--- config.mk ---
export PLATFORM = sky130hd
export DESIGN_NAME = vdp_backdrop
export DESIGN_NICKNAME = d
export VERILOG_FILES = /design/src/common/vdp_pkg.sv /design/src/source/vdp_backdrop.sv
export VERILOG_INCLUDE_DIRS = /design/src /design/src/common
export SDC_FILE = /design/constraint.sdc
export NUM_CORES = 1
export LEC_CHECK = 0
export ABC_AREA = 1
export BUFFER_PORTS_ARGS = -buffer_cell sky130_fd_sc_hd__buf_2
export CAP_MARGIN = 30
export CORE_AREA = 5 5 42 44
export DETAILED_ROUTE_END_ITERATION = 8
export DIE_AREA = 0 0 47 49
export GPL_TIMING_DRIVEN = 0
export SLEW_MARGIN = 20
export SYNTH_ARGS = -nofsm -noshare
export SYNTH_HDL_FRONTEND = slang
export SYNTH_SLANG_ARGS = --single-unit
--- constraint.sdc ---
create_clock -name clk -period 0.8 [get_ports clk]
set_input_delay 0.08 -clock clk [delete_from_list [all_inputs] [get_ports clk]]
set_output_delay 0.08 -clock clk [all_outputs]
set_load 0.02 [all_outputs]
--- src/common/vdp_settings.svh ---
`ifndef VDP_SETTINGS_SVH
`define VDP_SETTINGS_SVH

// ----------------------------------------
// CPU I/O port map
// ----------------------------------------
`define VDP_DATA_PORT     8'hBE
`define VDP_CTRL_PORT     8'hBF

// ----------------------------------------
// Memory sizes
// ----------------------------------------
`define VDP_VRAM_DEPTH    16384
`define VDP_CRAM_DEPTH    32

// ----------------------------------------
// Register file layout
// ----------------------------------------
`define VDP_NUM_REGS      10
`define VDP_REG_MODE2     1     // Mode register 2
`define VDP_DISP_EN_BIT   6     // Display enable in mode register 2
`define VDP_REG_BACKDROP  7
`define VDP_BACKDROP_BASE 16    // Sprite palette half of CRAM
`define VDP_COLOR_STEP    5     // 2-bit level to 4-bit channel

`endif

--- src/common/vdp_pkg.sv ---
package vdp_pkg;

  typedef logic [7:0]  byte_t;
  typedef logic [13:0] vram_addr_t;
  typedef logic [4:0]  cram_addr_t;
  typedef logic [3:0]  reg_index_t;
  typedef logic [3:0]  channel_t;

  // Blue in 5:4, green in 3:2, red in 1:0
  typedef logic [5:0]  palette_t;

  // Access code from bits 7:6 of the second control byte
  typedef enum logic [1:0] {
    CODE_VRAM_READ  = 2'd0,
    CODE_VRAM_WRITE = 2'd1,
    CODE_REG_WRITE  = 2'd2,
    CODE_CRAM_WRITE = 2'd3
  } vdp_code_e;

  // I/O cycle tracking
  typedef enum logic [1:0] {
    BUS_IDLE,
    BUS_ACTIVE,
    BUS_RELEASE
  } bus_state_e;

  // Read-ahead fill sequencing
  typedef enum logic [1:0] {
    CTL_IDLE,
    CTL_FETCH,
    CTL_FILL
  } ctl_state_e;

endpackage

--- src/source/vdp_backdrop.sv ---
`timescale 1ns/100ps
`include "vdp_settings.svh"

module vdp_backdrop import vdp_pkg::*; (
  input  logic       clk,
  input  logic       rst_L,
  input  logic       disp_enable,
  input  reg_index_t backdrop_sel,
  output cram_addr_t cram_rd_addr,
  input  palette_t   cram_rd_data,
  output channel_t   backdrop_r,
  output channel_t   backdrop_g,
  output channel_t   backdrop_b
);

  logic disp_en_q;   // Lines up with the CRAM read

  // Backdrop always comes from the sprite palette
  assign cram_rd_addr = cram_addr_t'(`VDP_BACKDROP_BASE) + cram_addr_t'(backdrop_sel);

  // Levels 0..3 become 0, 5, 10, 15
  function automatic channel_t expand(input logic [1:0] level);
    expand = channel_t'(level) * channel_t'(`VDP_COLOR_STEP);
  endfunction

  always_ff @(posedge clk, negedge rst_L) begin
    if (!rst_L) begin
      disp_en_q  <= 1'b0;
      backdrop_r <= '0;
      backdrop_g <= '0;
      backdrop_b <= '0;
    end else begin
      disp_en_q <= disp_enable;
      if (disp_en_q) begin
        backdrop_r <= expand(cram_rd_data[1:0]);
        backdrop_g <= expand(cram_rd_data[3:2]);
        backdrop_b <= expand(cram_rd_data[5:4]);
      end else begin
        backdrop_r <= '0;   // Blanked display
        backdrop_g <= '0;
        backdrop_b <= '0;
      end
    end
  end

endmodule

==> results.md <==
- Clk pwr share: 34.2%
- Most common cell after layout, fill and taps aside: buf_2
- Critical Path Source Type: flip-flop
- Antenna Cells: 0
- Outcome: complete, but fails checks
- Netlist cell types: 5
- Critical path capture point: backdrop_g[2]
- Final Non-Filler Cells: between 70 and 80
- Hold Crit Class: primary input to flip-flop
- First-pass GRT wire length: 979 microns
- Core area: around 0.0014 sq mm
- GR Overflow Total: 0
- Die Width: 47 microns
- Post-route DRC violation count: 0
- Vias in the first global route: around 250
- Crit path cell chain: buf_6, buf_6
- I/O pins: 30
- Port Buffers: 24
- Clock Sinks: 7
- Antenna Nets Post-Route: 0
- # H-tree levels: 1
- Initial Utilization: 21.9%
- Post-Syn Nets: 44
- Final WS setup: -0.156 ns
- CP Capture Type: output pin
- Max Slew Vio Count: 0
- Power Total: 916 uW
- Iter 0 DRT Violations: 2
- DP Worst Slack: slightly above 0.09 ns
- Critical path peak fanout: 2
- Cells after Synth: 31
- Combinational power share: between 20% and 30%
- Initial antenna violation count: 0
- Routed wire per std cell: ~8 microns
- Avg Cell Area, Syn: 9.89 sq um
- FP Rows: 14
- Maximum operating frequency: 1.05 GHz
- Layout cell share with drive strength beyond 1: between 60% and 70%
- GP Congestion: between 0.6 and 0.7
- DR pass1 iterations: 3
- Crit-path slowest cell: dfrtp_1
- Vias: about 250
- Post-layout util: 39.9%
- Die Span Y: 49 microns
- P&R area growth vs syn: 82.4%
- Crit path largest cell delay: around 0.39 ns
- Net Switching: 237 uW
- CTS tree: yes
- R2R Path End: backdrop_b[1]
- CTS Buf Count: 3
- Clk_lat worst skew: around 0.25 ns
- Clock period minus worst slack: around 0.96 ns
- Layout Nets: 75
- Fill cells: 151
- Reg clk slew, reported paths: 0.05 ns
- Unrepaired setup endpoints after global routing: true
- Worst Path Class, Setup: flip-flop to output pin
- Register area share after synthesis: 57.1%
- Reg2Reg Depth: 2
- Clock root cell: clkbuf_4
- Placed cell count: 71
- Post-Route WL: 619 microns
- Power Density: 1640 mW/mm^2
- Top cell by count, worst path: buf_6
- Seq pwr share: 42.2%
- Synth Register Bits: 7
- R2r setup slk: 0.16 ns
- Critical Path RT: just over 0.7 ns
- Most frequent cells in the layout: buf_2 (17), buf_6 (13), dfrtp_1 (7), nand2_1 (6), inv_1 (6)
- DP Area: 447 sq um
- Post-route design area: 559 sq um
- Netlist Area Pre-Place: 307 sq um
- Synth warnings: 0
- DIE AREA: ~0.0023 sq mm
- CP Launch Point: backdrop_g[2]
- Failing checks: negative setup slack
- Period Utilization, post-route: 120%
- Fin. Hold Viols: 0
- Gr usage total: under 10%
- Internal: between 600 and 700 uW
- Sw frac: between 20% and 30%
- Max VDD drop: 0.625 mV
- # setup viols final: 12
- Final Skew: ~0.0018 ns
- Vias/cell: ~3.3
- Max_cap viols: 0
- Largest net degree at the start of global routing: 8
- Clock Tree Buf Depth: 2
- Worst path arrival time: 0.88 ns
- Leak: 0.349 nW
- R2R Path Start: disp_en_q
## worst min-delay path by stage
stage	depth (start not counted)	start	endpoint	slack, ns
finish	3	cram_rd_data[5]	backdrop_b[1]	0.01
floorplan	0	rst_L	backdrop_b[1]	-0.22
global placement	1	rst_L	backdrop_g[2]	-0.08
CTS	3	cram_rd_data[5]	backdrop_b[1]	0.004
detailed placement	1	rst_L	backdrop_g[3]	-0.08
global route	3	cram_rd_data[5]	backdrop_b[1]	0.003
## power groups by stage
| stage | sequential (mW) | clock, mW | combinational, mW |
|---|---|---|---|
| after floorplan | 0.409 | 0 | 0.0904 |
| after global placement | 0.390 | 0 | 0.174 |
| after detailed placement | 0.389 | 0 | 0.176 |
| after CTS | 0.386 | 0.330 | 0.215 |
| after global routing | 0.390 | 0.350 | 0.232 |
| final | 0.387 | 0.313 | 0.216 |
## cell usage after synthesis (all sizes together)
| library cell | count | share of area, % |
|---|---|---|
| inv | 6 | 7.3 |
| conb | 1 | 1.2 |
| nand2 | 6 | 7.3 |
| buf | 11 | 27 |
| dfrtp | 7 | 57 |
## through the flow
stage / hold WS, ns / TNS, ns
6_report: 0.0144 / -1.25
3_3_place_gp: -0.0828 / 0
5_1_grt: 0.00256 / -1.68
2_1_floorplan: -0.216 / 0
3_5_place_dp: -0.0798 / 0
4_1_cts: 0.00414 / -1.38
## area by class of cell
class	count	area (sq um)	share of cell area, %
plain buffers	11	105	18.8
well taps	16	20.0	3.58
inverters	6	22.5	4.03
repair buffers	26	184	32.9
multi-input cells	7	26.3	4.70
clock buffers	4	26.3	4.70
flip-flops and latches	7	175	31.3
## worst max-delay path, delay by kind of cell, from the launching register on
family                 cells  cell delay [ns]
flip-flops                 1             0.39
buffers and inverters      2             0.24
## repair_timing
action	CTS	global route
hold buffers	2	0
hold endpoints to repair	8	0
endpoints found under the setup margin	12	12
buffers inserted	0	0
resized for setup	18	2
## layer usage
metal  vias to the layer above  GRT usage [%]  part of all wire [%]
met1                       102           6.53                    36
met2                        18           8.37                    49
met3                         0           3.32                    15
li1                        134              -                     -
met4                         0           5.53                     0
met5                         -              0                     0
## cell families (layout without fill, tap and decap cells)
group / Yosys count / in the layout / synth area share [%]
other cells: 1 / 1 / 1.22
simple gates: 6 / 6 / 7.35
buf+inv: 17 / 47 / 34.3
flops: 7 / 7 / 57.1
## registers in the layout, indices dropped and copies added (netlist names)
name and flops:
backdrop_r 2, backdrop_g 2, backdrop_b 2, disp_en_q 1
Power figures use the tool's default switching activity.
