File: src/common/vdp_settings.svh
`ifndef VDP_SETTINGS_SVH
`define VDP_SETTINGS_SVH

// ----------------------------------------
// CPU I/O port map
// ----------------------------------------
`define VDP_DATA_PORT     8'hBE
`define VDP_CTRL_PORT     8'hBF

// ----------------------------------------
// Memory sizes
// ----------------------------------------
`define VDP_VRAM_DEPTH    16384
`define VDP_CRAM_DEPTH    32

// ----------------------------------------
// Register file layout
// ----------------------------------------
`define VDP_NUM_REGS      10
`define VDP_REG_MODE2     1     // Mode register 2
`define VDP_DISP_EN_BIT   6     // Display enable in mode register 2
`define VDP_REG_BACKDROP  7
`define VDP_BACKDROP_BASE 16    // Sprite palette half of CRAM
`define VDP_COLOR_STEP    5     // 2-bit level to 4-bit channel

`endif

File: src/common/vdp_pkg.sv
package vdp_pkg;

  typedef logic [7:0]  byte_t;
  typedef logic [13:0] vram_addr_t;
  typedef logic [4:0]  cram_addr_t;
  typedef logic [3:0]  reg_index_t;
  typedef logic [3:0]  channel_t;

  // Blue in 5:4, green in 3:2, red in 1:0
  typedef logic [5:0]  palette_t;

  // Access code from bits 7:6 of the second control byte
  typedef enum logic [1:0] {
    CODE_VRAM_READ  = 2'd0,
    CODE_VRAM_WRITE = 2'd1,
    CODE_REG_WRITE  = 2'd2,
    CODE_CRAM_WRITE = 2'd3
  } vdp_code_e;

  // I/O cycle tracking
  typedef enum logic [1:0] {
    BUS_IDLE,
    BUS_ACTIVE,
    BUS_RELEASE
  } bus_state_e;

  // Read-ahead fill sequencing
  typedef enum logic [1:0] {
    CTL_IDLE,
    CTL_FETCH,
    CTL_FILL
  } ctl_state_e;

endpackage

File: src/source/vdp_reg_file.sv
`timescale 1ns/100ps
`include "vdp_settings.svh"

module vdp_reg_file import vdp_pkg::*; (
  input  logic       clk,
  input  logic       rst_L,
  input  logic       reg_we,
  input  reg_index_t reg_index,
  input  byte_t      reg_wdata,
  output logic       disp_enable,
  output reg_index_t backdrop_sel
);

  byte_t regs [`VDP_NUM_REGS];

  // Indexes past the last register match no entry
  genvar i;
  generate
    for (i = 0; i < `VDP_NUM_REGS; i++) begin : g_reg
      always_ff @(posedge clk, negedge rst_L) begin
        if (!rst_L)
          regs[i] <= '0;
        else if (reg_we && reg_index == reg_index_t'(i))
          regs[i] <= reg_wdata;
      end
    end
  endgenerate

  assign disp_enable  = regs[`VDP_REG_MODE2][`VDP_DISP_EN_BIT];
  assign backdrop_sel = regs[`VDP_REG_BACKDROP][3:0];   // Low nibble only

endmodule

File: config.mk
export PLATFORM = sky130hd
export DESIGN_NAME = vdp_reg_file
export DESIGN_NICKNAME = d
export VERILOG_FILES = /design/src/common/vdp_pkg.sv /design/src/source/vdp_reg_file.sv
export VERILOG_INCLUDE_DIRS = /design/src /design/src/common
export SDC_FILE = /design/constraint.sdc
export NUM_CORES = 1
export LEC_CHECK = 0
export BUFFER_PORTS_ARGS = -buffer_cell sky130_fd_sc_hd__buf_2
export CAP_MARGIN = 5
export CORE_AREA = 10 10 47 49
export DETAILED_ROUTE_END_ITERATION = 8
export DIE_AREA = 0 0 57 59
export PLACE_DENSITY_LB_ADDON = 0.1
export SLEW_MARGIN = 20
export SYNTH_ARGS = -nofsm -noshare
export SYNTH_HDL_FRONTEND = slang
export SYNTH_SLANG_ARGS = --single-unit
File: constraint.sdc
create_clock -name clk -period 1.1 [get_ports clk]
set_input_delay 0.22 -clock clk [delete_from_list [all_inputs] [get_ports clk]]
set_output_delay 0.22 -clock clk [all_outputs]
set_load 0.03 [all_outputs]
==> results of run 1 <==
## registers in the layout, indices dropped and copies added (netlist names)
register and cells:
backdrop_sel 4, disp_enable 1
## per-stage QoR
| step | std cells | setup TNS (ns) | util [%] | power, uW |
|---|---|---|---|---|
| global route | 51 | 0 | 25.4 | 708 |
| global placement | 46 | -0.133 | 22.9 | 459 |
| detailed placement | 46 | -0.189 | 22.9 | 464 |
| finish | 51 | 0 | 25.4 | 665 |
| floorplan | 14 | 0 | - | 381 |
| CTS | 51 | 0 | 25.4 | 684 |
## cell families (layout without fill, tap and decap cells)
family,Yosys count,in the layout
mux,5,5
buf+inv,0,21
flops,5,5
simple gates,4,4
## worst max-delay path by stage
stage,from,endpoint,slack [ns],cells after the start
finish,backdrop_sel[0],backdrop_sel[0],0.1,1
global route,backdrop_sel[0],backdrop_sel[0],0.06,1
CTS,backdrop_sel[0],backdrop_sel[0],0.08,1
detailed placement,reg_we,backdrop_sel[0],-0.06,4
global placement,reg_we,backdrop_sel[0],-0.03,4
floorplan,reg_we,backdrop_sel[0],0.13,3
## synthesized netlist by cell type
master	instances	area, um^2
dfrtp_1	5	125
mux2_2	5	56.3
nand2_1	1	3.75
nand2_2	1	6.26
nor3_4	1	16.3
nor4_2	1	12.5
## area by class of cell
class	count	area [um^2]	share of cell area, %
Tap cell	16	20.0	5.61
Sequential cell	5	125	35.1
Timing Repair Buffer	17	90.1	25.3
Clock buffer	4	26.3	7.37
Multi-Input combinational cell	9	95.1	26.7
## metal layers
metal | up-vias | wire (um) | share of wire (%) | GRT usage (%)
li1 | 92 | - | - | -
met1 | 89 | 237 | 37 | 3.01
met2 | 9 | 330 | 52 | 6.67
met3 | 0 | 67 | 11 | 3.43
met4 | 0 | 0 | 0 | 3.02
met5 | - | 0 | 0 | 0
## report_power, final
part           total (uW)  internal, uW  switching [uW]
Clock                 207           137            70.5
Combinational         212          78.7             133
Sequential            246           227            18.1
Total                 665           443             222
## what timing repair did
item,CTS,global route
endpoints found under the hold margin,5,0
hold buffers,1,0
setup endpoints to repair,0,0
==> impl_metrics.tcl, run 1 <==
set metrics [dict create \
    final_cell_area_um2 357 \
    via_per_inst 3.73 \
    reg2reg_setup_slack_ns 0.36 \
    cts-resized-gates 0 \
    nets 51 \
    ios 20 \
    crit_chain "buf_2" \
    ys_types 6 \
    finalCritPeriodShare_pct 91.1 \
    muxShareOfSynthArea_pct 25.6 \
    hold_slack_ns 0.213 \
    nFillCells 161 \
    worstSetupPathType "flop to primary output" \
    crit_slowest_cell "dfrtp_1" \
    drc_errors 0 \
    critPathRequiredTime_ns 0.88 \
    place_area_um2 320 \
    rows 14 \
    worst_slew_pin_slew_ns 0.251 \
    clock-skew-final_ns 0 \
    hold_depth 2 \
    maxSlewHeadroom_pct 83.2 \
    place_congestion 0.678 \
    coreArea_um2 1400 \
    grt_overflow 0 \
    cts.path.max_buffers 2 \
    min_from "reg_wdata[3]" \
    diodes 0 \
    drt_iter0_drc 4 \
    die_h_um 59 \
    vdd_ir_drop_max_mv 0.446 \
    antenna_found_initial 0 \
    fin_crit_ns 1.00 \
    cp_max_fo 2 \
    min_to "backdrop_sel[3]" \
    grt_pass1_wl_um 945 \
    detail_route.wl_per_cell_um 12.5 \
    rsz0062_at_grt "false" \
    dr.pass1.iters 2 \
    synth_fp_nets 29 \
    ant_nets 0 \
    cts.sinks 5 \
    cts_max_level 1 \
    cp_top_family "flip-flops" \
    grt_max_degree 6 \
    setup_viol 0 \
    p_per_area_nw_per_um2 1870 \
    cts_setup_buffers 0 \
    reg2reg_depth 1 \
    reg2reg_from "backdrop_sel[0]" \
    synth_top_family_by_area "multiplexers" \
    layout_common_cells "buf_2, mux2_2, dfrtp_1, clkbuf_4" \
    end_kind "primary output" \
    start_kind "flop" \
    critPathArrivalTime_ns 0.78 \
    synth_seq_area_share_pct 56.8 \
    status "complete, no violations" \
    die_area_um2 3360 \
    drv_cap 0 \
    yosys.area_share.simple_pct 17.6 \
    finalWorstSetupSlack_ns 0.0981 \
    drt-total-wl_um 635 \
    p_leak_uw 0.000177 \
    slew_violations 0 \
    synth-xor-area-share_pct 0 \
    crit_buf_inv 1 \
    syn_inst 14 \
    numCtsBuffers 3 \
    synth_area_um2 220 \
    min-delay-path-class "input port to flop" \
    finalHoldViolations 0 \
    r2r_end "backdrop_sel[0]" \
    synthAdderAreaFrac_pct 0 \
    cts_root_buffer "clkbuf_4" \
    die_w_um 57 \
    synth-seq-cells 5 \
    yosysWarnings 0 \
    synth_compound_area_share_pct 0 \
    final_common_cell "buf_2" \
    worst_path_largest_cell_delay_ns 0.37 \
    avgSynthCellArea_um2 15.7 \
    max_freq_mhz 998 \
    tritoncts "done" \
    drive_gt1_share_pct 77.1 \
    area_delta_synth_final_pct 61.9 \
    place_ws_ns -0.0560 \
    vias 190 \
    grt_pass1_vias 193 \
    io_buffers 16 \
    grt_usage_pct 4.04 \
    initial_core_util_pct 15.7 \
    clock_latency_ns 0.23 \
    clkTransAtPathRegs_ns 0.04 \
]
Power figures use the tool's default switching activity.
==> inputs of run 2 (changes only) <==
--- a/config.mk
+++ b/config.mk
@@ -12,6 +12,7 @@
 export DETAILED_ROUTE_END_ITERATION = 8
 export DIE_AREA = 0 0 57 59
 export PLACE_DENSITY_LB_ADDON = 0.1
+export RECOVER_POWER = 100
 export SLEW_MARGIN = 20
 export SYNTH_ARGS = -nofsm -noshare
 export SYNTH_HDL_FRONTEND = slang
==> run 2 against run 1 <==
Effect of this change:
- flip-flop and latch count unchanged
- sequential share of layout area increased by 1.7 points
- power decreased by 0.85%
- clock-buffer cell count unchanged
- critical endpoint is now backdrop_sel[2]
- routed wire length increased by 1.4%
- hold slack about the same
- maximum frequency decreased by 0.92%
- die area unchanged
- sequential power about the same
- clock power about the same
- utilization decreased by 1.2 points
- design area decreased by 4.6%
==> impl_metrics.tcl, run 2 (synthesis results as in run 1) <==
set metrics [dict create \
    status "complete, no violations" \
    min-delay-path-class "input port to flop" \
    worst_slew_pin_slew_ns 0.356 \
    drive_gt1_share_pct 68.6 \
    die_area_um2 3360 \
    max_freq_mhz 989 \
    die_h_um 59 \
    clkTransAtPathRegs_ns 0.04 \
    setup_viol 0 \
    fin_crit_ns 1.01 \
    cts.path.max_buffers 2 \
    cp_top_family "flip-flops" \
    place_congestion 0.678 \
    end_kind "primary output" \
    rows 14 \
    final_common_cell "buf_2" \
    crit_chain "clkbuf_2" \
    ios 20 \
    vdd_ir_drop_max_mv 0.446 \
    hold_depth 2 \
    final_cell_area_um2 340 \
    nets 51 \
    reg2reg_from "backdrop_sel[0]" \
    worst_path_largest_cell_delay_ns 0.37 \
    crit_buf_inv 1 \
    vias 188 \
    drc_errors 0 \
    reg2reg_setup_slack_ns 0.35 \
    critPathArrivalTime_ns 0.79 \
    maxSlewHeadroom_pct 76.2 \
    cts.sinks 5 \
    multi_input_area_um2 80.1 \
    drt_iter0_drc 5 \
    dp.cells 46 \
    power_uw 659 \
    detail_route.wl_per_cell_um 12.6 \
    dr.pass1.iters 2 \
    crit_slowest_cell "dfrtp_1" \
    p_leak_uw 0.000168 \
    antenna_found_initial 0 \
    grt_pass1_wl_um 945 \
    grt_max_degree 6 \
    area_delta_synth_final_pct 54.5 \
    place_area_um2 320 \
    ant_nets 0 \
    grt_usage_pct 4.04 \
    coreArea_um2 1400 \
    tritoncts "done" \
    cts_max_level 1 \
    layout_common_cells "buf_2, mux2_2, dfrtp_1, clkbuf_2, clkbuf_4" \
    drv_cap 0 \
    largest_reg_flops 4 \
    min_from "reg_wdata[3]" \
    nFillCells 166 \
    grt_overflow 0 \
    finalHoldViolations 0 \
    via_per_inst 3.69 \
    crit_start "backdrop_sel[2]" \
    regArea_um2 125 \
    start_kind "flop" \
    setup_tns_ns 0 \
    clock_latency_ns 0.23 \
    place_ws_ns -0.0560 \
    drt-total-wl_um 644 \
    cts-resized-gates 0 \
    r2r_end "backdrop_sel[0]" \
    io_buffers 16 \
    diodes 0 \
    finalWorstSetupSlack_ns 0.0889 \
    cts_root_buffer "clkbuf_4" \
    clock-skew-final_ns 0 \
    fin_cells 51 \
    initial_core_util_pct 15.7 \
    numCtsBuffers 3 \
    reg2reg_depth 1 \
    worstSetupPathType "flop to primary output" \
    finalCritPeriodShare_pct 91.9 \
    die_w_um 57 \
    cp_max_fo 2 \
    min_to "backdrop_sel[3]" \
    rsz0062_at_grt "false" \
    grt_pass1_vias 193 \
    slew_violations 0 \
    critPathRequiredTime_ns 0.88 \
    p_per_area_nw_per_um2 1940 \
]
[run 2: changes by cell type in the layout (fill, tap and decap cells not counted)]
cell	previous run	this run
buf_2	16	10
clkbuf_2	0	5
clkbuf_1	1	2
nand2_1	1	2
nand2_2	1	0
nor3_2	0	1
nor3_4	1	0
nor4_1	0	1
nor4_2	1	0
[run 2: where the power goes]
group          switching [uW]  internal (uW)
Clock                    70.5            137
Sequential               19.6            227
Combinational             129           75.8
Total                     219            440
[run 2: cell type report]
cell class / count / share of cell area [%]
sequential: 5 / 36.8
clock buffer: 4 / 7.72
tap: 16 / 5.88
multi-input combinational: 9 / 23.5
timing repair buffer: 17 / 26.1
[run 2: worst max path at each step]
stage	endpoint	slack, ns	cells after the start
6_report	backdrop_sel[2]	0.09	1
5_1_grt	backdrop_sel[0]	0.05	1
4_1_cts	backdrop_sel[0]	0.08	1
3_5_place_dp	backdrop_sel[0]	-0.06	4
3_3_place_gp	backdrop_sel[0]	-0.03	4
2_1_floorplan	backdrop_sel[0]	0.13	3
[run 2: metal layers]
layer / up-vias / GRT usage [%] / part of all wire (%)
met1: 87 / 3.01 / 38
met4: 0 / 3.02 / 0
met5: - / 0 / 0
li1: 92 / - / -
met2: 9 / 6.67 / 51
met3: 0 / 3.43 / 10
[run 2: timing repair]
action,4_1_cts,5_1_grt
hold buffers,1,0
hold endpoints to repair,5,0
buffers inserted,0,0
[run 2: stage by stage]
step | utilization (%) | hold WS, ns
floorplan | - | -0.0756
global placement | 22.9 | 0.0402
detailed placement | 22.9 | 0.0432
CTS | 25.4 | 0.207
global route | 24.3 | 0.201
finish | 24.3 | 0.213
