===== src/common/vdp_settings.svh =====
`ifndef VDP_SETTINGS_SVH
`define VDP_SETTINGS_SVH

// ----------------------------------------
// CPU I/O port map
// ----------------------------------------
`define VDP_DATA_PORT     8'hBE
`define VDP_CTRL_PORT     8'hBF

// ----------------------------------------
// Memory sizes
// ----------------------------------------
`define VDP_VRAM_DEPTH    16384
`define VDP_CRAM_DEPTH    32

// ----------------------------------------
// Register file layout
// ----------------------------------------
`define VDP_NUM_REGS      10
`define VDP_REG_MODE2     1     // Mode register 2
`define VDP_DISP_EN_BIT   6     // Display enable in mode register 2
`define VDP_REG_BACKDROP  7
`define VDP_BACKDROP_BASE 16    // Sprite palette half of CRAM
`define VDP_COLOR_STEP    5     // 2-bit level to 4-bit channel

`endif


===== src/common/vdp_pkg.sv =====
package vdp_pkg;

  typedef logic [7:0]  byte_t;
  typedef logic [13:0] vram_addr_t;
  typedef logic [4:0]  cram_addr_t;
  typedef logic [3:0]  reg_index_t;
  typedef logic [3:0]  channel_t;

  // Blue in 5:4, green in 3:2, red in 1:0
  typedef logic [5:0]  palette_t;

  // Access code from bits 7:6 of the second control byte
  typedef enum logic [1:0] {
    CODE_VRAM_READ  = 2'd0,
    CODE_VRAM_WRITE = 2'd1,
    CODE_REG_WRITE  = 2'd2,
    CODE_CRAM_WRITE = 2'd3
  } vdp_code_e;

  // I/O cycle tracking
  typedef enum logic [1:0] {
    BUS_IDLE,
    BUS_ACTIVE,
    BUS_RELEASE
  } bus_state_e;

  // Read-ahead fill sequencing
  typedef enum logic [1:0] {
    CTL_IDLE,
    CTL_FETCH,
    CTL_FILL
  } ctl_state_e;

endpackage


===== src/cpu_port/vdp_port_control.sv =====
`timescale 1ns/100ps

module vdp_port_control import vdp_pkg::*; (
  input  logic       clk,
  input  logic       rst_L,
  input  logic       data_wr,
  input  logic       data_rd,
  input  logic       ctrl_wr,
  input  byte_t      wr_byte,
  input  byte_t      vram_rdata,
  output byte_t      read_buf,
  output vram_addr_t vram_addr,
  output logic       vram_we,
  output byte_t      vram_wdata,
  output cram_addr_t cram_addr,
  output logic       cram_we,
  output byte_t      cram_wdata,
  output logic       reg_we,
  output reg_index_t reg_index,
  output byte_t      reg_wdata
);

  ctl_state_e state;
  vdp_code_e  code;
  vdp_code_e  new_code;
  logic       first_byte;   // High while the latch expects the first byte
  logic       second_byte;
  byte_t      low_byte;
  vram_addr_t addr_cnt;

  assign second_byte = ctrl_wr && !first_byte;
  assign new_code    = vdp_code_e'(wr_byte[7:6]);

  // ----------------------------------------
  // Control latch and address counter
  // ----------------------------------------
  always_ff @(posedge clk, negedge rst_L) begin
    if (!rst_L) begin
      first_byte <= 1'b1;
      code       <= CODE_VRAM_READ;
      addr_cnt   <= '0;
    end else begin
      if (ctrl_wr)
        first_byte <= !first_byte;
      if (second_byte) begin
        addr_cnt <= {wr_byte[5:0], low_byte};
        code     <= new_code;
      end else if (data_wr || state == CTL_FILL) begin
        addr_cnt <= addr_cnt + 1'b1;  // Wraps at 14 bits
      end
    end
  end

  always_ff @(posedge clk) begin
    if (ctrl_wr && first_byte)
      low_byte <= wr_byte;
  end

  // ----------------------------------------
  // Read-ahead fill
  // ----------------------------------------
  always_ff @(posedge clk, negedge rst_L) begin
    if (!rst_L) begin
      state <= CTL_IDLE;
    end else begin
      case (state)
        CTL_IDLE: begin
          if (data_rd || (second_byte && new_code == CODE_VRAM_READ))
            state <= CTL_FETCH;
        end
        CTL_FETCH: state <= CTL_FILL;  // VRAM samples the settled address
        default:   state <= CTL_IDLE;
      endcase
    end
  end

  always_ff @(posedge clk) begin
    if (state == CTL_FILL)
      read_buf <= vram_rdata;
  end

  // Writes land in the same clock as the decoder pulse
  assign vram_addr  = addr_cnt;
  assign vram_wdata = wr_byte;
  assign vram_we    = data_wr && (code != CODE_CRAM_WRITE);

  assign cram_addr  = addr_cnt[4:0];
  assign cram_wdata = wr_byte;
  assign cram_we    = data_wr && (code == CODE_CRAM_WRITE);

  assign reg_we     = second_byte && (new_code == CODE_REG_WRITE);
  assign reg_index  = wr_byte[3:0];
  assign reg_wdata  = low_byte;

  // No new access while a read fill is still running
  a_fill_idle: assert property (
    @(posedge clk) disable iff (!rst_L) (data_wr || data_rd || ctrl_wr) |-> state == CTL_IDLE
  );

endmodule


===== config.mk =====
export PLATFORM = sky130hd
export DESIGN_NAME = vdp_port_control
export DESIGN_NICKNAME = d
export VERILOG_FILES = /design/src/common/vdp_settings.svh /design/src/common/vdp_pkg.sv /design/src/cpu_port/vdp_port_control.sv
export SDC_FILE = /design/constraint.sdc
export NUM_CORES = 1
export LEC_CHECK = 0
export BUFFER_PORTS_ARGS = -buffer_cell sky130_fd_sc_hd__clkbuf_2
export CAP_MARGIN = 20
export CORE_MARGIN = 10
export CORE_UTILIZATION = 50
export DETAILED_ROUTE_END_ITERATION = 7
export GPL_ROUTABILITY_DRIVEN = 0
export GPL_TIMING_DRIVEN = 0
export PLACE_DENSITY = 0.85
export SLEW_MARGIN = 30
export SYNTH_ARGS = -nofsm -noshare
export SYNTH_HDL_FRONTEND = slang
export SYNTH_SLANG_ARGS = --single-unit

===== constraint.sdc =====
create_clock -name clk -period 3.31 [get_ports clk]
set_input_delay 0.4965 -clock clk [delete_from_list [all_inputs] [get_ports clk]]
set_output_delay 0.4965 -clock clk [all_outputs]
set_load 0.005 [all_outputs]

==> flow_summary.yaml, run 1 <==
global_routing:
  grt_busiest_layer: "met2"
  grt_max_degree: 20
  grt_usage_pct: 14.1
  use_met1_pct: 17.0
  grt_pass1_vias: 1457
  overflow: 0
  gr-usage-met3_pct: 5.58
  grt_pass1_wl_um: 7030
  antenna_found_initial: 0
  use_met2_pct: 22.6
finish:
  area_growth_pct: 30.1
  nets: 258
  drive_gt1_share_pct: 50.6
  final_area_um2: 2230
  diodes: 0
die:
  start_util_pct: 51.4
  die_area_um2: 6180
  die_x_um: 78.6
  num_rows: 21
  die_h_um: 78.6
  fp.coreArea_um2: 3340
  ios: 79
sta:
  tightest_slew_ns: 0.518
  drv_slew: 0
  hold_viol: 0
  finalSetupViolCount: 0
  skew_ns: 0.0108
  slew_headroom_pct: 65.5
  rsz0062_at_grt: "false"
  fmax_ghz: 0.423
  final.setup.tns_ns: 0
  fin_crit_ns: 2.37
  fin_crit_sh_pct: 71.5
logic_synthesis:
  synthArstFlopShare_pct: 54.3
  synth_cell_types: 35
  syn-cell-area_um2: 1720
  ys_top_cells_by_count: "26 x buf_4, 18 x dfrtp_1, 17 x nand2_1"
  synth-edff-count: 16
  synth_fp_nets: 173
  synthFlopType: "dfrtp_1"
  yosysMostFrequentCell: "buf_4"
  synth.top_cell.area_share_pct: 28.0
  netlist_instances: 151
  yosysTopAreaCell: "edfxtp_1"
  syn_avg_cell_area_um2: 11.4
  ys_seq_area_share_pct: 55.8
  synth_seq_cells: 35
  yosysWarningCount: 0
  synth_area_leaders: "edfxtp_1 28%, dfrtp_1 26%, buf_4 11%, xor2_1 4.6%, nand2_1 3.7%"
worst_setup_path:
  path_cells: "nand2b_1, clkbuf_1, nor3b_1, clkbuf_2"
  crit_required_ns: 2.81
  crit_arrival_ns: 1.87
  slowest_stage: "dfstp_2"
  worst-path-buf-inv: 2
  startpoint_type: "register"
  path_delay_family: "buffers and inverters"
  reg2reg_depth: 5
  reg2reg_slack_ns: 1.57
  path_class: "register to primary output"
  rr_startpoint: "vram_addr[0]"
  cp_max_fo: 10
  end_kind: "primary output"
  max_stage_delay_ns: 0.57
  worstReg2RegEnd: "vram_addr[12]"
clock_tree:
  cts_buffer_depth: 2
  cts_resized: 0
  clockRootBuffer: "clkbuf_4"
  numCtsBuffers: 5
  cts_tree: "built"
  cts_hold_buf: 0
  cts.sinks: 35
  cts.clk_slew.worst_paths_ns: 0.11
  cts_setup_buffers: 0
  insertion_delay_ns: 0.33
  h-tree-depth: 2
placement:
  io_buffers: 78
  place_area_um2: 2160
  dp_hpwl_um: 3500
outcome:
  status: "completed"
power_and_ir_drop:
  max-vdd-ir-drop_mv: 0.394
  combPwrFrac_pct: 35.9
  powerDensity_nw_per_um2: 713
  swShare_pct: 36.1
  seqPwrFrac_pct: 47.9
  p_sw_mw: 0.575
  cellLeakagePower_nw: 1.05
  internal_power_mw: 1.02
  p_clk_share_pct: 16.2
drt:
  vias_per_cell: 5.04
  drc: 0
  wire_per_inst_um: 15.6
  wirelength_um: 4400
  ant_nets: 0
  dr.pass1.iters: 4
  via_count: 1427
  drtIter0Drc: 63
flow_run:
  drv_cap: 0
hold_path:
  hold_class: "input pin to async pin"
## power groups by stage
stage | Sequential [mW] | Combinational, mW | Clock (mW)
after detailed placement | 0.770 | 0.582 | 0
after global placement | 0.762 | 0.562 | 0
final | 0.762 | 0.571 | 0.258
after floorplan | 0.747 | 0.314 | 0
after CTS | 0.761 | 0.585 | 0.263
after global routing | 0.788 | 0.640 | 0.284
## per-stage QoR
stage	util [%]	hold WS (ns)	worst slack, ns	instances	total power [mW]
final	66.9	0.103	0.944	283	1.59
after global routing	66.9	0.117	0.866	283	1.71
after CTS	66.9	0.113	0.951	283	1.61
after detailed placement	64.9	0.446	1.29	275	1.35
after global placement	64.9	0.436	1.33	275	1.32
after floorplan	-	0.201	1.72	151	1.06
## cells by family after synthesis
| family | after synthesis | share of synthesized area [%] |
|---|---|---|
| adders and majority gates | 1 | 0.729 |
| muxes | 1 | 0.583 |
| xor gates and xnor gates | 9 | 4.59 |
| buffers and inverters | 30 | 12.7 |
| AOI/OAI and AO/OA | 25 | 10.4 |
| DFF | 35 | 55.8 |
| and+or+nand+nor | 50 | 15.2 |
## registers in the layout, indices dropped and copies added (netlist names)
| signal | count |
|---|---|
| vram_addr | 14 |
| read_buf | 8 |
| reg_wdata | 8 |
| code | 2 |
| state | 2 |
| first_byte | 1 |
## layer usage
layer | vias to the layer above | part of all wire (%)
met5 | - | 0
met4 | 0 | 0.95
met3 | 5 | 9.5
met2 | 70 | 48
met1 | 669 | 42
li1 | 683 | -
## cell type report
cell class	count	area, µm²
fill	292	1100
sequential	35	957
multi-input combinational	86	542
timing repair buffer	78	390
buffer	30	218
clock buffer	8	68.8
tap	46	57.6
## worst max-delay path by stage
stage / from / endpoint / slack, ns / cells past startpoint
floorplan: first_byte / reg_we / 1.72 / 3
global placement: ctrl_wr / reg_we / 1.33 / 5
detailed placement: ctrl_wr / reg_we / 1.29 / 5
CTS: first_byte / reg_we / 0.95 / 4
global route: first_byte / reg_we / 0.87 / 4
finish: first_byte / reg_we / 0.94 / 4
## layout by cell type (no fill, tap or decap), types with 2 or more instances in the layout
master	synthesis	layout
a21boi_0	2	2
a31oi_1	3	3
and2_2	2	2
and4_1	2	2
buf_4	26	26
clkbuf_1	3	4
clkbuf_2	0	78
clkbuf_4	0	5
clkbuf_8	0	2
dfrtp_1	18	18
edfxtp_1	16	16
nand2_1	17	17
nand3_1	6	6
nand4_1	2	2
nor2_1	6	6
nor2b_1	2	2
nor3_1	2	2
o2111ai_1	3	3
o211ai_1	2	2
o21ai_0	11	11
or3_1	2	2
or4_1	2	2
xor2_1	9	9
(Power assumes the default switching activity.)
==> inputs of run 2 (changes only) <==
--- a/config.mk
+++ b/config.mk
@@ -8,11 +8,11 @@
 export BUFFER_PORTS_ARGS = -buffer_cell sky130_fd_sc_hd__clkbuf_2
 export CAP_MARGIN = 20
 export CORE_MARGIN = 10
-export CORE_UTILIZATION = 50
+export CORE_UTILIZATION = 46
 export DETAILED_ROUTE_END_ITERATION = 7
 export GPL_ROUTABILITY_DRIVEN = 0
 export GPL_TIMING_DRIVEN = 0
-export PLACE_DENSITY = 0.85
+export PLACE_DENSITY = 0.79
 export SLEW_MARGIN = 30
 export SYNTH_ARGS = -nofsm -noshare
 export SYNTH_HDL_FRONTEND = slang
==> constraint.sdc (replaced) <==
create_clock -name clk -period 2.4 [get_ports clk]
set_input_delay 0.36 -clock clk [delete_from_list [all_inputs] [get_ports clk]]
set_output_delay 0.36 -clock clk [all_outputs]
set_load 0.005 [all_outputs]
==> run 2 against run 1 <==
Effect of this change:
- combinational power up 37%
- via count down 0.14%
- wire length barely moved
- global-route usage fell by 0.29 points
- largest power group unchanged
- total power grew 50%
- first-iteration DRC count decreased by 1.6%
- critical endpoint unchanged
- final area up 2.3%
- worst setup slack got worse by 0.67 ns
- sequential power grew 38%
- largest cell class unchanged
- sequential cell count unchanged
==> flow_summary.yaml, run 2 (synthesis results as in run 1) <==
worst_setup_path:
  cp_max_fo: 10
  crit_arrival_ns: 1.76
  worstReg2RegEnd: "vram_addr[12]"
  end_kind: "primary output"
  crit_required_ns: 2.04
  reg2reg_depth: 5
  path_class: "register to primary output"
  startpoint_type: "register"
  rr_startpoint: "vram_addr[0]"
  reg2reg_slack_ns: 0.66
drt:
  wire_per_inst_um: 15.4
  wirelength_um: 4400
  dr.pass1.iters: 4
  vias_per_cell: 5.00
  drc: 0
  drtIter0Drc: 62
  via_count: 1425
  ant_nets: 0
die:
  num_rows: 22
  die_area_um2: 6580
  die_h_um: 81.1
  die_x_um: 81.1
  start_util_pct: 47.2
  fp.coreArea_um2: 3630
  ios: 79
power_and_ir_drop:
  max-vdd-ir-drop_mv: 0.458
  p_total_mw: 2.38
  powerDensity_nw_per_um2: 1040
  cellLeakagePower_nw: 1.07
global_routing:
  grt_pass1_vias: 1425
  antenna_found_initial: 0
  grt_pass1_wl_um: 7090
  grt_max_degree: 20
  overflow: 0
  grt_usage_pct: 13.8
clock_tree:
  cts.clk_slew.worst_paths_ns: 0.07
  cts_setup_buffers: 0
  clockRootBuffer: "clkbuf_8"
  cts.sinks: 35
  h-tree-depth: 2
  numCtsBuffers: 5
  cts_resized: 0
  cts_tree: "built"
  cts_hold_buf: 0
  cts_buffer_depth: 2
  insertion_delay_ns: 0.29
sta:
  fin_crit_sh_pct: 88.5
  slew_headroom_pct: 65.8
  skew_ns: 0.00839
  fmax_ghz: 0.471
  tightest_slew_ns: 0.513
  final.setup.tns_ns: 0
  rsz0062_at_grt: "false"
  fin_crit_ns: 2.12
  finalSetupViolCount: 0
  drv_slew: 0
  hold_viol: 0
finish:
  multiInputGateArea_um2: 542
  layout_common_cells: "78 x clkbuf_2, 26 x buf_4, 18 x dfrtp_1"
  nFillCells: 326
  largest_reg_flops: 14
  diodes: 0
  register_area_um2: 957
  area_growth_pct: 33.1
  drive_gt1_share_pct: 51.1
  final_common_cell: "clkbuf_2"
  nets: 258
  final_area_um2: 2280
outcome:
  status: "completed"
placement:
  dp_hpwl_um: 3340
  io_buffers: 78
  place_area_um2: 2170
flow_run:
  drv_cap: 0
hold_path:
  hold_class: "input pin to async pin"
[run 2: through the flow]
step | worst slack, ns | cells | hold WS (ns) | util, %
final | 0.276 | 285 | 0.0307 | 62.9
after global routing | 0.161 | 285 | 0.0552 | 62.9
after CTS | 0.270 | 285 | 0.0412 | 62.9
after detailed placement | 0.584 | 277 | 0.356 | 59.6
after global placement | 0.597 | 277 | 0.347 | 59.6
after floorplan | 0.865 | 151 | 0.0644 | -
[run 2: worst max-delay path, stage by stage, from the launching register on]
cell and delay, ns:
dfstp_2 0.56, nand2b_1 0.26, clkbuf_1 0.42, nor3b_1 0.10
clkbuf_2 0.13
[run 2: layout make-up]
class / instances / area share [%]
plain buffers: 30 / 9.53
clock buffers: 6 / 3.61
clock inverters: 2 / 1.53
multi-input cells: 86 / 23.7
flip-flops and latches: 35 / 41.9
well taps: 48 / 2.63
repair buffers: 78 / 17.1
[run 2: worst max-delay path by stage]
stage,startpoint,endpoint,slack [ns],cells past startpoint
after floorplan,vram_addr[0],vram_addr[12],0.86,5
after global placement,first_byte,reg_we,0.60,4
after detailed placement,first_byte,reg_we,0.58,4
after CTS,first_byte,reg_we,0.27,4
after global routing,first_byte,reg_we,0.16,4
final,first_byte,reg_we,0.28,4
[run 2: layer usage]
metal  vias to the layer above  wire length [µm]  GRT usage [%]
li1                        682                 -              -
met1                       672              1760           15.9
met2                        64              2090           22.6
met3                         7               500           6.40
met4                         0                56           4.15
met5                         -                 0              0
[run 2: power breakdown]
group / internal (mW) / switching, mW
combinational: 0.390 / 0.392
sequential: 0.841 / 0.211
clock: 0.336 / 0.212
total: 1.57 / 0.815
