--- src/common/vdp_settings.svh ---
`ifndef VDP_SETTINGS_SVH
`define VDP_SETTINGS_SVH

// ----------------------------------------
// CPU I/O port map
// ----------------------------------------
`define VDP_DATA_PORT     8'hBE
`define VDP_CTRL_PORT     8'hBF

// ----------------------------------------
// Memory sizes
// ----------------------------------------
`define VDP_VRAM_DEPTH    16384
`define VDP_CRAM_DEPTH    32

// ----------------------------------------
// Register file layout
// ----------------------------------------
`define VDP_NUM_REGS      10
`define VDP_REG_MODE2     1     // Mode register 2
`define VDP_DISP_EN_BIT   6     // Display enable in mode register 2
`define VDP_REG_BACKDROP  7
`define VDP_BACKDROP_BASE 16    // Sprite palette half of CRAM
`define VDP_COLOR_STEP    5     // 2-bit level to 4-bit channel

`endif

--- src/common/vdp_pkg.sv ---
package vdp_pkg;

  typedef logic [7:0]  byte_t;
  typedef logic [13:0] vram_addr_t;
  typedef logic [4:0]  cram_addr_t;
  typedef logic [3:0]  reg_index_t;
  typedef logic [3:0]  channel_t;

  // Blue in 5:4, green in 3:2, red in 1:0
  typedef logic [5:0]  palette_t;

  // Access code from bits 7:6 of the second control byte
  typedef enum logic [1:0] {
    CODE_VRAM_READ  = 2'd0,
    CODE_VRAM_WRITE = 2'd1,
    CODE_REG_WRITE  = 2'd2,
    CODE_CRAM_WRITE = 2'd3
  } vdp_code_e;

  // I/O cycle tracking
  typedef enum logic [1:0] {
    BUS_IDLE,
    BUS_ACTIVE,
    BUS_RELEASE
  } bus_state_e;

  // Read-ahead fill sequencing
  typedef enum logic [1:0] {
    CTL_IDLE,
    CTL_FETCH,
    CTL_FILL
  } ctl_state_e;

endpackage

--- src/cpu_port/vdp_bus_decoder.sv ---
`timescale 1ns/100ps
`include "vdp_settings.svh"

module vdp_bus_decoder import vdp_pkg::*; (
  input  logic  clk,
  input  logic  rst_L,
  input  byte_t addr,
  input  byte_t data_in,
  input  logic  iorq_L,
  input  logic  rd_L,
  input  logic  wr_L,
  output logic  data_wr,
  output logic  data_rd,
  output logic  ctrl_wr,
  output byte_t wr_byte,
  output logic  data_oe
);

  bus_state_e state, next_state;
  logic       is_ctrl;      // Cycle targets the control port
  logic       is_rd;        // Cycle is a CPU read
  logic       cycle_start;
  logic       strobes_high;
  logic       in_release;

  assign cycle_start  = !iorq_L && (!rd_L || !wr_L) &&
                        ((addr == `VDP_DATA_PORT) || (addr == `VDP_CTRL_PORT));
  assign strobes_high = iorq_L && rd_L && wr_L;

  always_comb begin
    case (state)
      BUS_IDLE:    next_state = cycle_start ? BUS_ACTIVE : BUS_IDLE;
      BUS_ACTIVE:  next_state = strobes_high ? BUS_RELEASE : BUS_ACTIVE;
      BUS_RELEASE: next_state = BUS_IDLE;
      default:     next_state = BUS_IDLE;
    endcase
  end

  always_ff @(posedge clk, negedge rst_L) begin
    if (!rst_L) begin
      state   <= BUS_IDLE;
      is_ctrl <= 1'b0;
      is_rd   <= 1'b0;
    end else begin
      state <= next_state;
      if (state == BUS_IDLE && cycle_start) begin
        is_ctrl <= (addr == `VDP_CTRL_PORT);
        is_rd   <= !rd_L;
      end
    end
  end

  // Write data held for the whole cycle
  always_ff @(posedge clk) begin
    if (state == BUS_IDLE && cycle_start)
      wr_byte <= data_in;
  end

  // ----------------------------------------
  // One pulse per cycle, after release
  // ----------------------------------------
  assign in_release = (state == BUS_RELEASE);
  assign data_wr    = in_release && !is_ctrl && !is_rd;
  assign data_rd    = in_release && !is_ctrl && is_rd;
  assign ctrl_wr    = in_release && is_ctrl && !is_rd;  // Control port reads ignored

  assign data_oe = (state == BUS_ACTIVE) && is_rd && !is_ctrl;

  // CPU never reads and writes in the same I/O cycle
  a_one_direction: assert property (
    @(posedge clk) disable iff (!rst_L) !iorq_L |-> (rd_L || wr_L)
  );

endmodule

--- config.mk ---
export PLATFORM = sky130hd
export DESIGN_NAME = vdp_bus_decoder
export DESIGN_NICKNAME = d
export VERILOG_FILES = /design/src/common/vdp_pkg.sv /design/src/cpu_port/vdp_bus_decoder.sv
export VERILOG_INCLUDE_DIRS = /design/src /design/src/common
export SDC_FILE = /design/constraint.sdc
export NUM_CORES = 1
export LEC_CHECK = 0
export ABC_CLOCK_PERIOD_IN_PS = 1300
export BUFFER_PORTS_ARGS = -buffer_cell sky130_fd_sc_hd__buf_4
export CORE_UTILIZATION = 37
export CTS_BUF_LIST = sky130_fd_sc_hd__clkbuf_2
export DETAILED_ROUTE_END_ITERATION = 10
export GPL_TIMING_DRIVEN = 0
export PLACE_DENSITY = 0.75
export SKIP_CTS_REPAIR_TIMING = 1
export SYNTH_ARGS = -nofsm -noshare
export SYNTH_HDL_FRONTEND = slang
export SYNTH_SLANG_ARGS = --single-unit
--- constraint.sdc ---
create_clock -name clk -period 1.3 [get_ports clk]
set_input_delay 0.065 -clock clk [delete_from_list [all_inputs] [get_ports clk]]
set_output_delay 0.065 -clock clk [all_outputs]
set_load 0.05 [all_outputs]
==> results of run 1 <==
==> flip-flops by register name, indices dropped and copies added, names as in the netlist <==
signal and cells:
is_rd 1, is_ctrl 1, state 2, wr_byte 8
==> report_power, final <==
part | switching [uW] | total (uW) | internal (uW)
clock network | 140 | 207 | 66.8
registers | 9.57 | 424 | 415
logic | 33.1 | 103 | 69.5
==> worst max-delay path, cell delays in order (launching register included) <==
cell,delay (ns)
dfrtp_2,0.45
or2b_1,0.27
nor3_2,0.18
buf_6,0.20
==> kinds of logic (layout without fill, tap and decap cells) <==
kind of cell / Yosys count / in the layout / share of synthesized area
AND/OR/NAND/NOR: 13 / 13 / 0.234
flip-flops: 12 / 12 / 0.692
buffers and inverters: 3 / 53 / 0.0229
multiplexers: 2 / 2 / 0.0407
AO/OA/AOI/OAI: 1 / 1 / 0.0102
==> metrics by stage <==
stage / std cells / worst slack (ns)
2_1_floorplan: 31 / -0.187
3_3_place_gp: 77 / -0.0605
3_5_place_dp: 77 / -0.0732
4_1_cts: 81 / -0.141
5_1_grt: 95 / -0.178
6_report: 95 / -0.145
==> path summary, 6_finish.rpt <==
path	end	depth (start not counted)	slack, ns
max	data_oe	3	-0.14
max in group asynchronous	is_ctrl	2	1.10
min in group asynchronous	state[0]	2	0.08
min	is_ctrl	3	0.008
min reg2reg	is_rd	2	0.66
max reg2reg	wr_byte[3]	3	-0.01
==> area by class of cell <==
class / instances / share of cell area
timing repair buffer: 46 / 0.401
sequential: 12 / 0.367
clock inverter: 1 / 0.00402
clock buffer: 3 / 0.0161
inverter: 3 / 0.0174
tap: 14 / 0.0188
multi-input combinational: 16 / 0.176
==> layout by cell type (no fill, tap or decap), drive strengths merged <==
master,instances
dlygate4sd3,10
clkinv,2
and4bb,1
o21ai,1
buf,36
or2b,1
nand4,1
and3,1
and4b,1
clkbuf,3
and2b,1
mux2i,2
inv,2
nor2b,1
nor3,1
dfrtp,4
nor4b,3
edfxtp,8
nand2,2
==> metal layers <==
metal  vias up  global-route usage
li1        217                   -
met1       204               0.214
met2        26               0.271
met3         2              0.0233
met4         0               0.155
met5         -                   0
==> reports/results.tsv, run 1 <==
metric	value	unit
Initial Utilization	0.420	
Hold Crit Start	addr[0]	
Min-Delay Path Class	primary input to flip-flop	
RR Startpoint	state[0]	
Area contributors post-synth	edfxtp_1 49%, dfrtp_1 20%, nor4b_1 5.3%	
outcome	finished with violations	
I/O pins	33	
first-pass GRT wire length	1.62	mm
Die X	38.5	um
Total GRT Usage	0.176	
clk_lat worst skew	0.28	ns
multi-input logic area	164	um^2
EDFF count, synth	8	
area of the core	1170	um^2
port bufs	32	
crit share post-route	1.11	
placed cell areas	776	um^2
DRT antenna net count	0	
Final Util	0.797	
gr ovfl total	0	
leading area contributor after synthesis	edfxtp_1	
leading cell type by number of instances after synthesis	edfxtp_1	
slew margin rel.	0.858	
Num CTS Buffers	3	
Synthesized Nets	52	
Initial DRT Pass Iterations	4	
fin nets	103	
Syn-to-layout area delta	89.8	%
synth unique cells	15	
DR WL met3	87	um
H-tree levels	1	
setup TNS	-0.328	ns
TritonCTS clock tree	built	
FF+latch count, synth	12	
worst vdd ir	0.549	mV
Worst Path Arrival	1.38	ns
Die Ht	38.5	um
via count	449	
final WL	1.46	mm
largest net degree at the start of global routing	9	
fin area	933	um^2
failing checks	setup timing	
Pwr Density	786	nW/um^2
FFs w/ async S/R, synth	0.333	
Synth Warn #	0	
final RePlAce weighted congestion	0.716	
HPWL after DPL	885	um
Mapped Area	492	um^2
number of global-route vias before repair	375	
routed len/inst	15.4	um
layout cell share with drive strength beyond 1	0.617	
highest metal used	met4	
Post-synth top flop	edfxtp_1	
initial antenna violation count	0	
Root Driver	clkbuf_2	
Overall Power	734	uW
Setup crit start kind	flip-flop	
Worst Setup SP	state[0]	
Critical Path RT	1.24	ns
final-report max-slew violation count	0	
FF/Latch Area	343	um^2
Post-Synthesis Cells	31	
Clock Skew	0.00422	ns
Slew @ Worst Pin	0.213	ns
fillers	77	
Hold Slack	0.00780	ns
time the worst path needs with I/O delays and setup	1.44	ns
DR DRC count	0	
Max Clk Rate	692	MHz
antenna diode count	0	
crit path max fanout	5	
Worst Setup End Kind	output port	
Setup CP Type	flip-flop to output port	
count of final hold-check violations	0	
Yosys top cell area share	0.489	
sequential share of the synthesized area	0.692	
final number of setup-violating endpoints	12	
final setup margin	-0.145	ns
RSZ-0062 raised after global routing	true	
maximum clock insertion buffer count	2	
clk sinks	12	
die area	1480	um^2
detailed router's first-iteration violation count	6	
max capacitance violation total	0	
Post-Route M1 WL	609	um
clk slew on worst S/H paths	0.13	ns
leak pwr	0.000428	uW
Avg Cell Area, Syn	15.9	um^2
detail-routed via count per cell	4.73	
top post-synthesis cells by count	8 x edfxtp_1, 4 x dfrtp_1, 3 x inv_1, 3 x nor4b_1	
met2 routed WL	751	um
row count	12	
Note: power is estimated with default switching activity, not from simulation.
==> run 2: changes to the inputs <==
- SETUP_SLACK_MARGIN: not set -> 0.15
==> run 2 against run 1 <==
The run still ends with setup timing left; sequential share of layout area is 3.1 points lower; sequential cell count stayed put; die area stayed put; critical endpoint unchanged; highest routed layer unchanged.
==> reports/results.tsv, run 2 (synthesized netlist as in run 1, its figures left out) <==
metric	value	unit	change
Reg2Reg Depth	4		+1
final WL	1.55	mm	+6.0%
Slew @ Worst Pin	0.217	ns	+0.00391 ns
crit share post-route	1.05		-0.0582
count of final hold-check violations	0		unchanged
fillers	53		-31%
fin nets	107		+3.9%
Die X	38.5	um	unchanged
routed len/inst	15.6	um	+1.7%
R2R Setup Slk	0.02	ns	+0.03 ns
largest net degree at the start of global routing	9		unchanged
FF/Latch Area	344	um^2	+0.36%
maximum clock insertion buffer count	2		unchanged
Pwr Density	728	nW/um^2	-7.4%
max capacitance violation total	0		unchanged
Net Switching	179	uW	-2.3%
Worst Setup End Kind	output port		
DR DRC count	0		unchanged
most common cell after layout, fill and taps aside	buf_4		
internal power	565	uW	+2.6%
crit path max fanout	4		-1
layout cell share with drive strength beyond 1	0.647		+0.0298
number of global-route vias before repair	394		+5.1%
placed cell areas	813	um^2	+4.8%
gr ovfl total	0		unchanged
antenna diode count	0		unchanged
via count	491		+9.4%
initial antenna violation count	0		unchanged
Worst Path Arrival	1.30	ns	-0.08 ns
Overall Power	744	uW	+1.4%
Max Clk Rate	731	MHz	+5.5%
switch share	0.240		-0.00916
outcome	finished with violations		
RR Startpoint	state[0]		
commonest cells after routing, fill and taps aside	33 x buf_4, 10 x dlygate4sd3_1, 8 x edfxtp_1		
Hold Crit Start	addr[0]		
Clock power frac	0.254		-0.028
Die Ht	38.5	um	unchanged
Sequential Power Share	0.571		-0.007
Num CTS Buffers	3		unchanged
final setup margin	-0.0688	ns	+0.0757 ns
die area	1480	um^2	unchanged
clk slew on worst S/H paths	0.12	ns	about the same
RSZ-0062 raised after global routing	true		
combinational power share	0.175		+0.035
multi-input logic area	196	um^2	+20%
Setup crit start kind	flip-flop		
clk sinks	12		unchanged
slew margin rel.	0.855		-0.00285
Root Driver	clkbuf_2		
H-tree levels	1		unchanged
Total GRT Usage	0.168		-0.00827
Clock Skew	0.00147	ns	-0.00275 ns
final RePlAce weighted congestion	0.671		-6.3%
failing checks	setup timing		
first-pass GRT wire length	1.60	mm	-1.3%
Initial DRT Pass Iterations	4		unchanged
time the worst path needs with I/O delays and setup	1.37	ns	-0.0757 ns
Syn-to-layout area delta	108	%	
HPWL after DPL	887	um	+0.29%
final number of setup-violating endpoints	4		-8
hold path depth	3		unchanged
clk_lat worst skew	0.25	ns	-0.03 ns
Min-Delay Path Class	primary input to flip-flop		
reg2reg end	is_rd		
detail-routed via count per cell	4.96		+4.9%
Final Util	0.873		+0.0759
Largest Register	wr_byte		
final-report max-slew violation count	0		unchanged
fin area	1020	um^2	+9.5%
leak pwr	0.000455	uW	+6.3%
top flop regs	wr_byte (8), state (2)		
worst vdd ir	0.605	mV	+10%
Critical Path RT	1.24	ns	about the same
TritonCTS clock tree	built		
Hold Slack	0.0425	ns	+0.0347 ns
detailed router's first-iteration violation count	12		+6
I/O pins	33		unchanged
Largest register FFs	8		unchanged
end of the worst hold path	is_ctrl		
port bufs	32		unchanged
area of the core	1170	um^2	unchanged
row count	12		unchanged
Setup CP Type	flip-flop to output port		
DP Worst Slack	-0.0849	ns	-0.0118 ns
DRT antenna net count	0		unchanged
Initial Utilization	0.420		unchanged
[run 2: cell count changes in the layout (fill, tap and decap cells not counted)]
cell     delta
dfrtp_2     +1
nor4b_4     +3
nor4b_2     -3
buf_6       +6
nor3_4      +1
inv_4       +1
dfrtp_1     -1
inv_2       -1
buf_4       -2
nor3_2      -1
[run 2: per-layer routing]
| layer | wire [um] | GRT usage | vias up |
|---|---|---|---|
| li1 | - | - | 225 |
| met1 | 628 | 0.219 | 240 |
| met2 | 824 | 0.267 | 24 |
| met3 | 69 | 0.0174 | 2 |
| met4 | 24 | 0.103 | 0 |
| met5 | 0 | 0 | - |
[run 2: critical path: stages (launching register included)]
cell and delay, ns:
dfrtp_1 0.44, or2b_1 0.29, nor3_4 0.14, buf_6 0.18
[run 2: how the worst max path moves through the flow]
stage | end | cells after the start | start
3_3_place_gp | wr_byte[6] | 3 | state[0]
5_1_grt | data_oe | 3 | state[1]
4_1_cts | ctrl_wr | 3 | is_ctrl
2_1_floorplan | wr_byte[0] | 3 | state[0]
6_report | data_oe | 3 | state[1]
3_5_place_dp | wr_byte[4] | 3 | state[0]
[run 2: metrics by stage]
| step | cells | setup TNS, ns |
|---|---|---|
| 6_report | 99 | -0.194 |
| 5_1_grt | 99 | -0.460 |
| 4_1_cts | 81 | -1.10 |
| 3_5_place_dp | 77 | -0.679 |
| 3_3_place_gp | 77 | -0.666 |
| 2_1_floorplan | 31 | -0.143 |
[run 2: cell type report]
type                    count  area share
well taps                  14      0.0171
multi-input cells          16       0.192
clock inverters             1     0.00367
repair buffers             50       0.417
clock buffers               3      0.0147
flip-flops and latches     12       0.337
inverters                   3      0.0184
[run 2: power groups by stage]
stage / combinational, uW / sequential [uW] / clock (uW)
4_1_cts: 78.9 / 430 / 185
6_report: 130 / 425 / 189
2_1_floorplan: 24.4 / 437 / 0
5_1_grt: 138 / 426 / 202
3_5_place_dp: 78.7 / 438 / 0
3_3_place_gp: 76.3 / 438 / 0
==> run 3: changes to the inputs <==
- CORE_MARGIN: not set -> 2
- CORE_UTILIZATION: 37 -> 35
- CTS_BUF_LIST: sky130_fd_sc_hd__clkbuf_2 -> not set
- PLACE_DENSITY: 0.75 -> 0.72
==> run 3 against run 2 <==
The flow finishes with violations (hold timing, setup timing); largest cell class unchanged; maximum frequency up 1.8%; sequential share of layout area is 0.29 points higher; die area increased by 16%; worst setup slack gained 0.025 ns; core utilization fell by 9.1 points.
==> reports/results.tsv, run 3 (synthesized netlist as in run 1, its figures left out) <==
metric	value	unit	change
Sequential Power Share	0.555		-0.016
final setup margin	-0.0443	ns	+0.0246 ns
detail-routed via count per cell	4.64		-6.4%
top flop regs	wr_byte (8), state (2)		
number of global-route vias before repair	421		+6.9%
clk_lat worst skew	0.26	ns	about the same
Total GRT Usage	0.145		-0.0226
Setup crit start kind	flip-flop		
DP Worst Slack	-0.0930	ns	-0.00811 ns
row count	13		+1
Worst Setup End Kind	output port		
port bufs	32		unchanged
crit path cell chain	buf_6 -> nor4b_4 -> buf_6		
combinational power share	0.155		-0.020
Overall Power	767	uW	+3.1%
Max Clk Rate	744	MHz	+1.8%
Hold Crit Start	rd_L		
Syn-to-layout area delta	107	%	
count of final hold-check violations	1		+1
initial antenna violation count	0		unchanged
detailed router's first-iteration violation count	2		-10
via count	441		-10%
setup TNS	-0.0978	ns	+0.0965 ns
failing checks	hold timing, setup timing		
Critical Path RT	1.24	ns	about the same
crit share post-route	1.03		-0.0189
final number of setup-violating endpoints	4		unchanged
fillers	86		+62%
Initial DRT Pass Iterations	3		-1
DR DRC count	0		unchanged
Num CTS Buffers	3		unchanged
Clock power frac	0.290		+0.036
clk slew on worst S/H paths	0.06	ns	-0.06 ns
leak pwr	0.000443	uW	-2.6%
slew margin rel.	0.859		+0.00427
Worst Setup SP	is_ctrl		
Clock Skew	0.0103	ns	+0.00884 ns
Min-Delay Path Class	primary input to flip-flop		
Die X	41.5	um	+7.9%
Initial Utilization	0.378		-0.0420
area of the core	1300	um^2	+11%
I/O pins	33		unchanged
internal power	604	uW	+6.8%
outcome	finished with violations		
largest net degree at the start of global routing	9		unchanged
multi-input logic area	204	um^2	+3.8%
TritonCTS clock tree	built		
fin nets	102		-4.7%
final RePlAce weighted congestion	0.660		-1.7%
Setup CP Type	flip-flop to output port		
Pwr Density	754	nW/um^2	+3.6%
Slew @ Worst Pin	0.211	ns	-0.00637 ns
Root Driver	clkbuf_4		
Largest Register	wr_byte		
Worst Path Arrival	1.28	ns	-0.02 ns
clk sinks	12		unchanged
gr ovfl total	0		unchanged
Net Switching	163	uW	-8.5%
max capacitance violation total	0		unchanged
antenna diode count	0		unchanged
Critical-path top delay cell	dfrtp_2		
RR Startpoint	state[0]		
Largest register FFs	8		unchanged
HPWL after DPL	1.03	mm	+16%
commonest cells after routing, fill and taps aside	29 x buf_4, 9 x dlygate4sd3_1, 8 x edfxtp_1		
final WL	1.28	mm	-17%
time the worst path needs with I/O delays and setup	1.34	ns	-0.0246 ns
most common cell after layout, fill and taps aside	buf_4		
Critical Path Most Common Cell	buf_6		
Crit path largest cell delay	0.44	ns	about the same
maximum clock insertion buffer count	2		unchanged
routed len/inst	13.5	um	-14%
first-pass GRT wire length	1.85	mm	+16%
FF/Latch Area	345	um^2	+0.36%
crit path max fanout	3		-1
die area	1720	um^2	+16%
Die Ht	41.5	um	+7.9%
switch share	0.213		-0.0271
final-report max-slew violation count	0		unchanged
layout cell share with drive strength beyond 1	0.675		+0.0279
H-tree levels	1		unchanged
RSZ-0062 raised after global routing	true		
worst vdd ir	0.547	mV	-9.7%
DRT antenna net count	0		unchanged
Hold Slack	-0.0119	ns	-0.0544 ns
run 3: cell types whose count changed in the layout (fill, tap and decap cells not counted), moves of 2 or more:
cell,delta
buf_6,-2
clkbuf_4,+3
buf_12,+2
buf_4,-4
clkbuf_2,-3
run 3: worst max-delay path, delay by kind of cell (launching register included):
family	cells	cell delay, ns
buf+inv	2	0.33
simple gates	1	0.26
flops	1	0.44
run 3: layout make-up:
type                            instances  share of cell area
Timing Repair Buffer                   45               0.397
Sequential cell                        12               0.339
Multi-Input combinational cell         16               0.200
Clock buffer                            3              0.0221
Inverter                                3              0.0185
Tap cell                               15              0.0185
Clock inverter                          1             0.00369
run 3: per-stage QoR:
stage               instances   util  area [um^2]
detailed placement         78  0.626          815
finish                     95  0.782         1020
global route               95  0.782         1020
global placement           78  0.626          815
CTS                        82  0.646          841
floorplan                  31      -          556
run 3: power groups by stage:
stage | combinational (uW) | sequential, uW | clock, uW
after floorplan | 24.4 | 437 | 0
after global placement | 76.0 | 438 | 0
after detailed placement | 79.2 | 439 | 0
after CTS | 79.2 | 430 | 221
after global routing | 129 | 427 | 240
final | 119 | 426 | 223
run 3: layer usage:
| metal | track usage | wire (um) | up-vias | part of all wire |
|---|---|---|---|---|
| met4 | 0.0581 | 0 | 0 | 0 |
| met5 | 0 | 0 | - | 0 |
| met1 | 0.168 | 498 | 204 | 0.39 |
| met2 | 0.253 | 695 | 24 | 0.54 |
| li1 | - | - | 213 | - |
| met3 | 0.0391 | 90 | 0 | 0.070 |
run 3: worst paths after layout:
kind | endpoint | slack, ns | cells past startpoint
min in group asynchronous | state[1] | 0.14 | 2
setup / recovery | data_wr | -0.04 | 3
hold reg to reg | state[1] | 0.61 | 2
setup reg to reg | wr_byte[6] | 0.03 | 3
max in group asynchronous | is_ctrl | 1.05 | 2
hold / removal | is_rd | -0.01 | 2
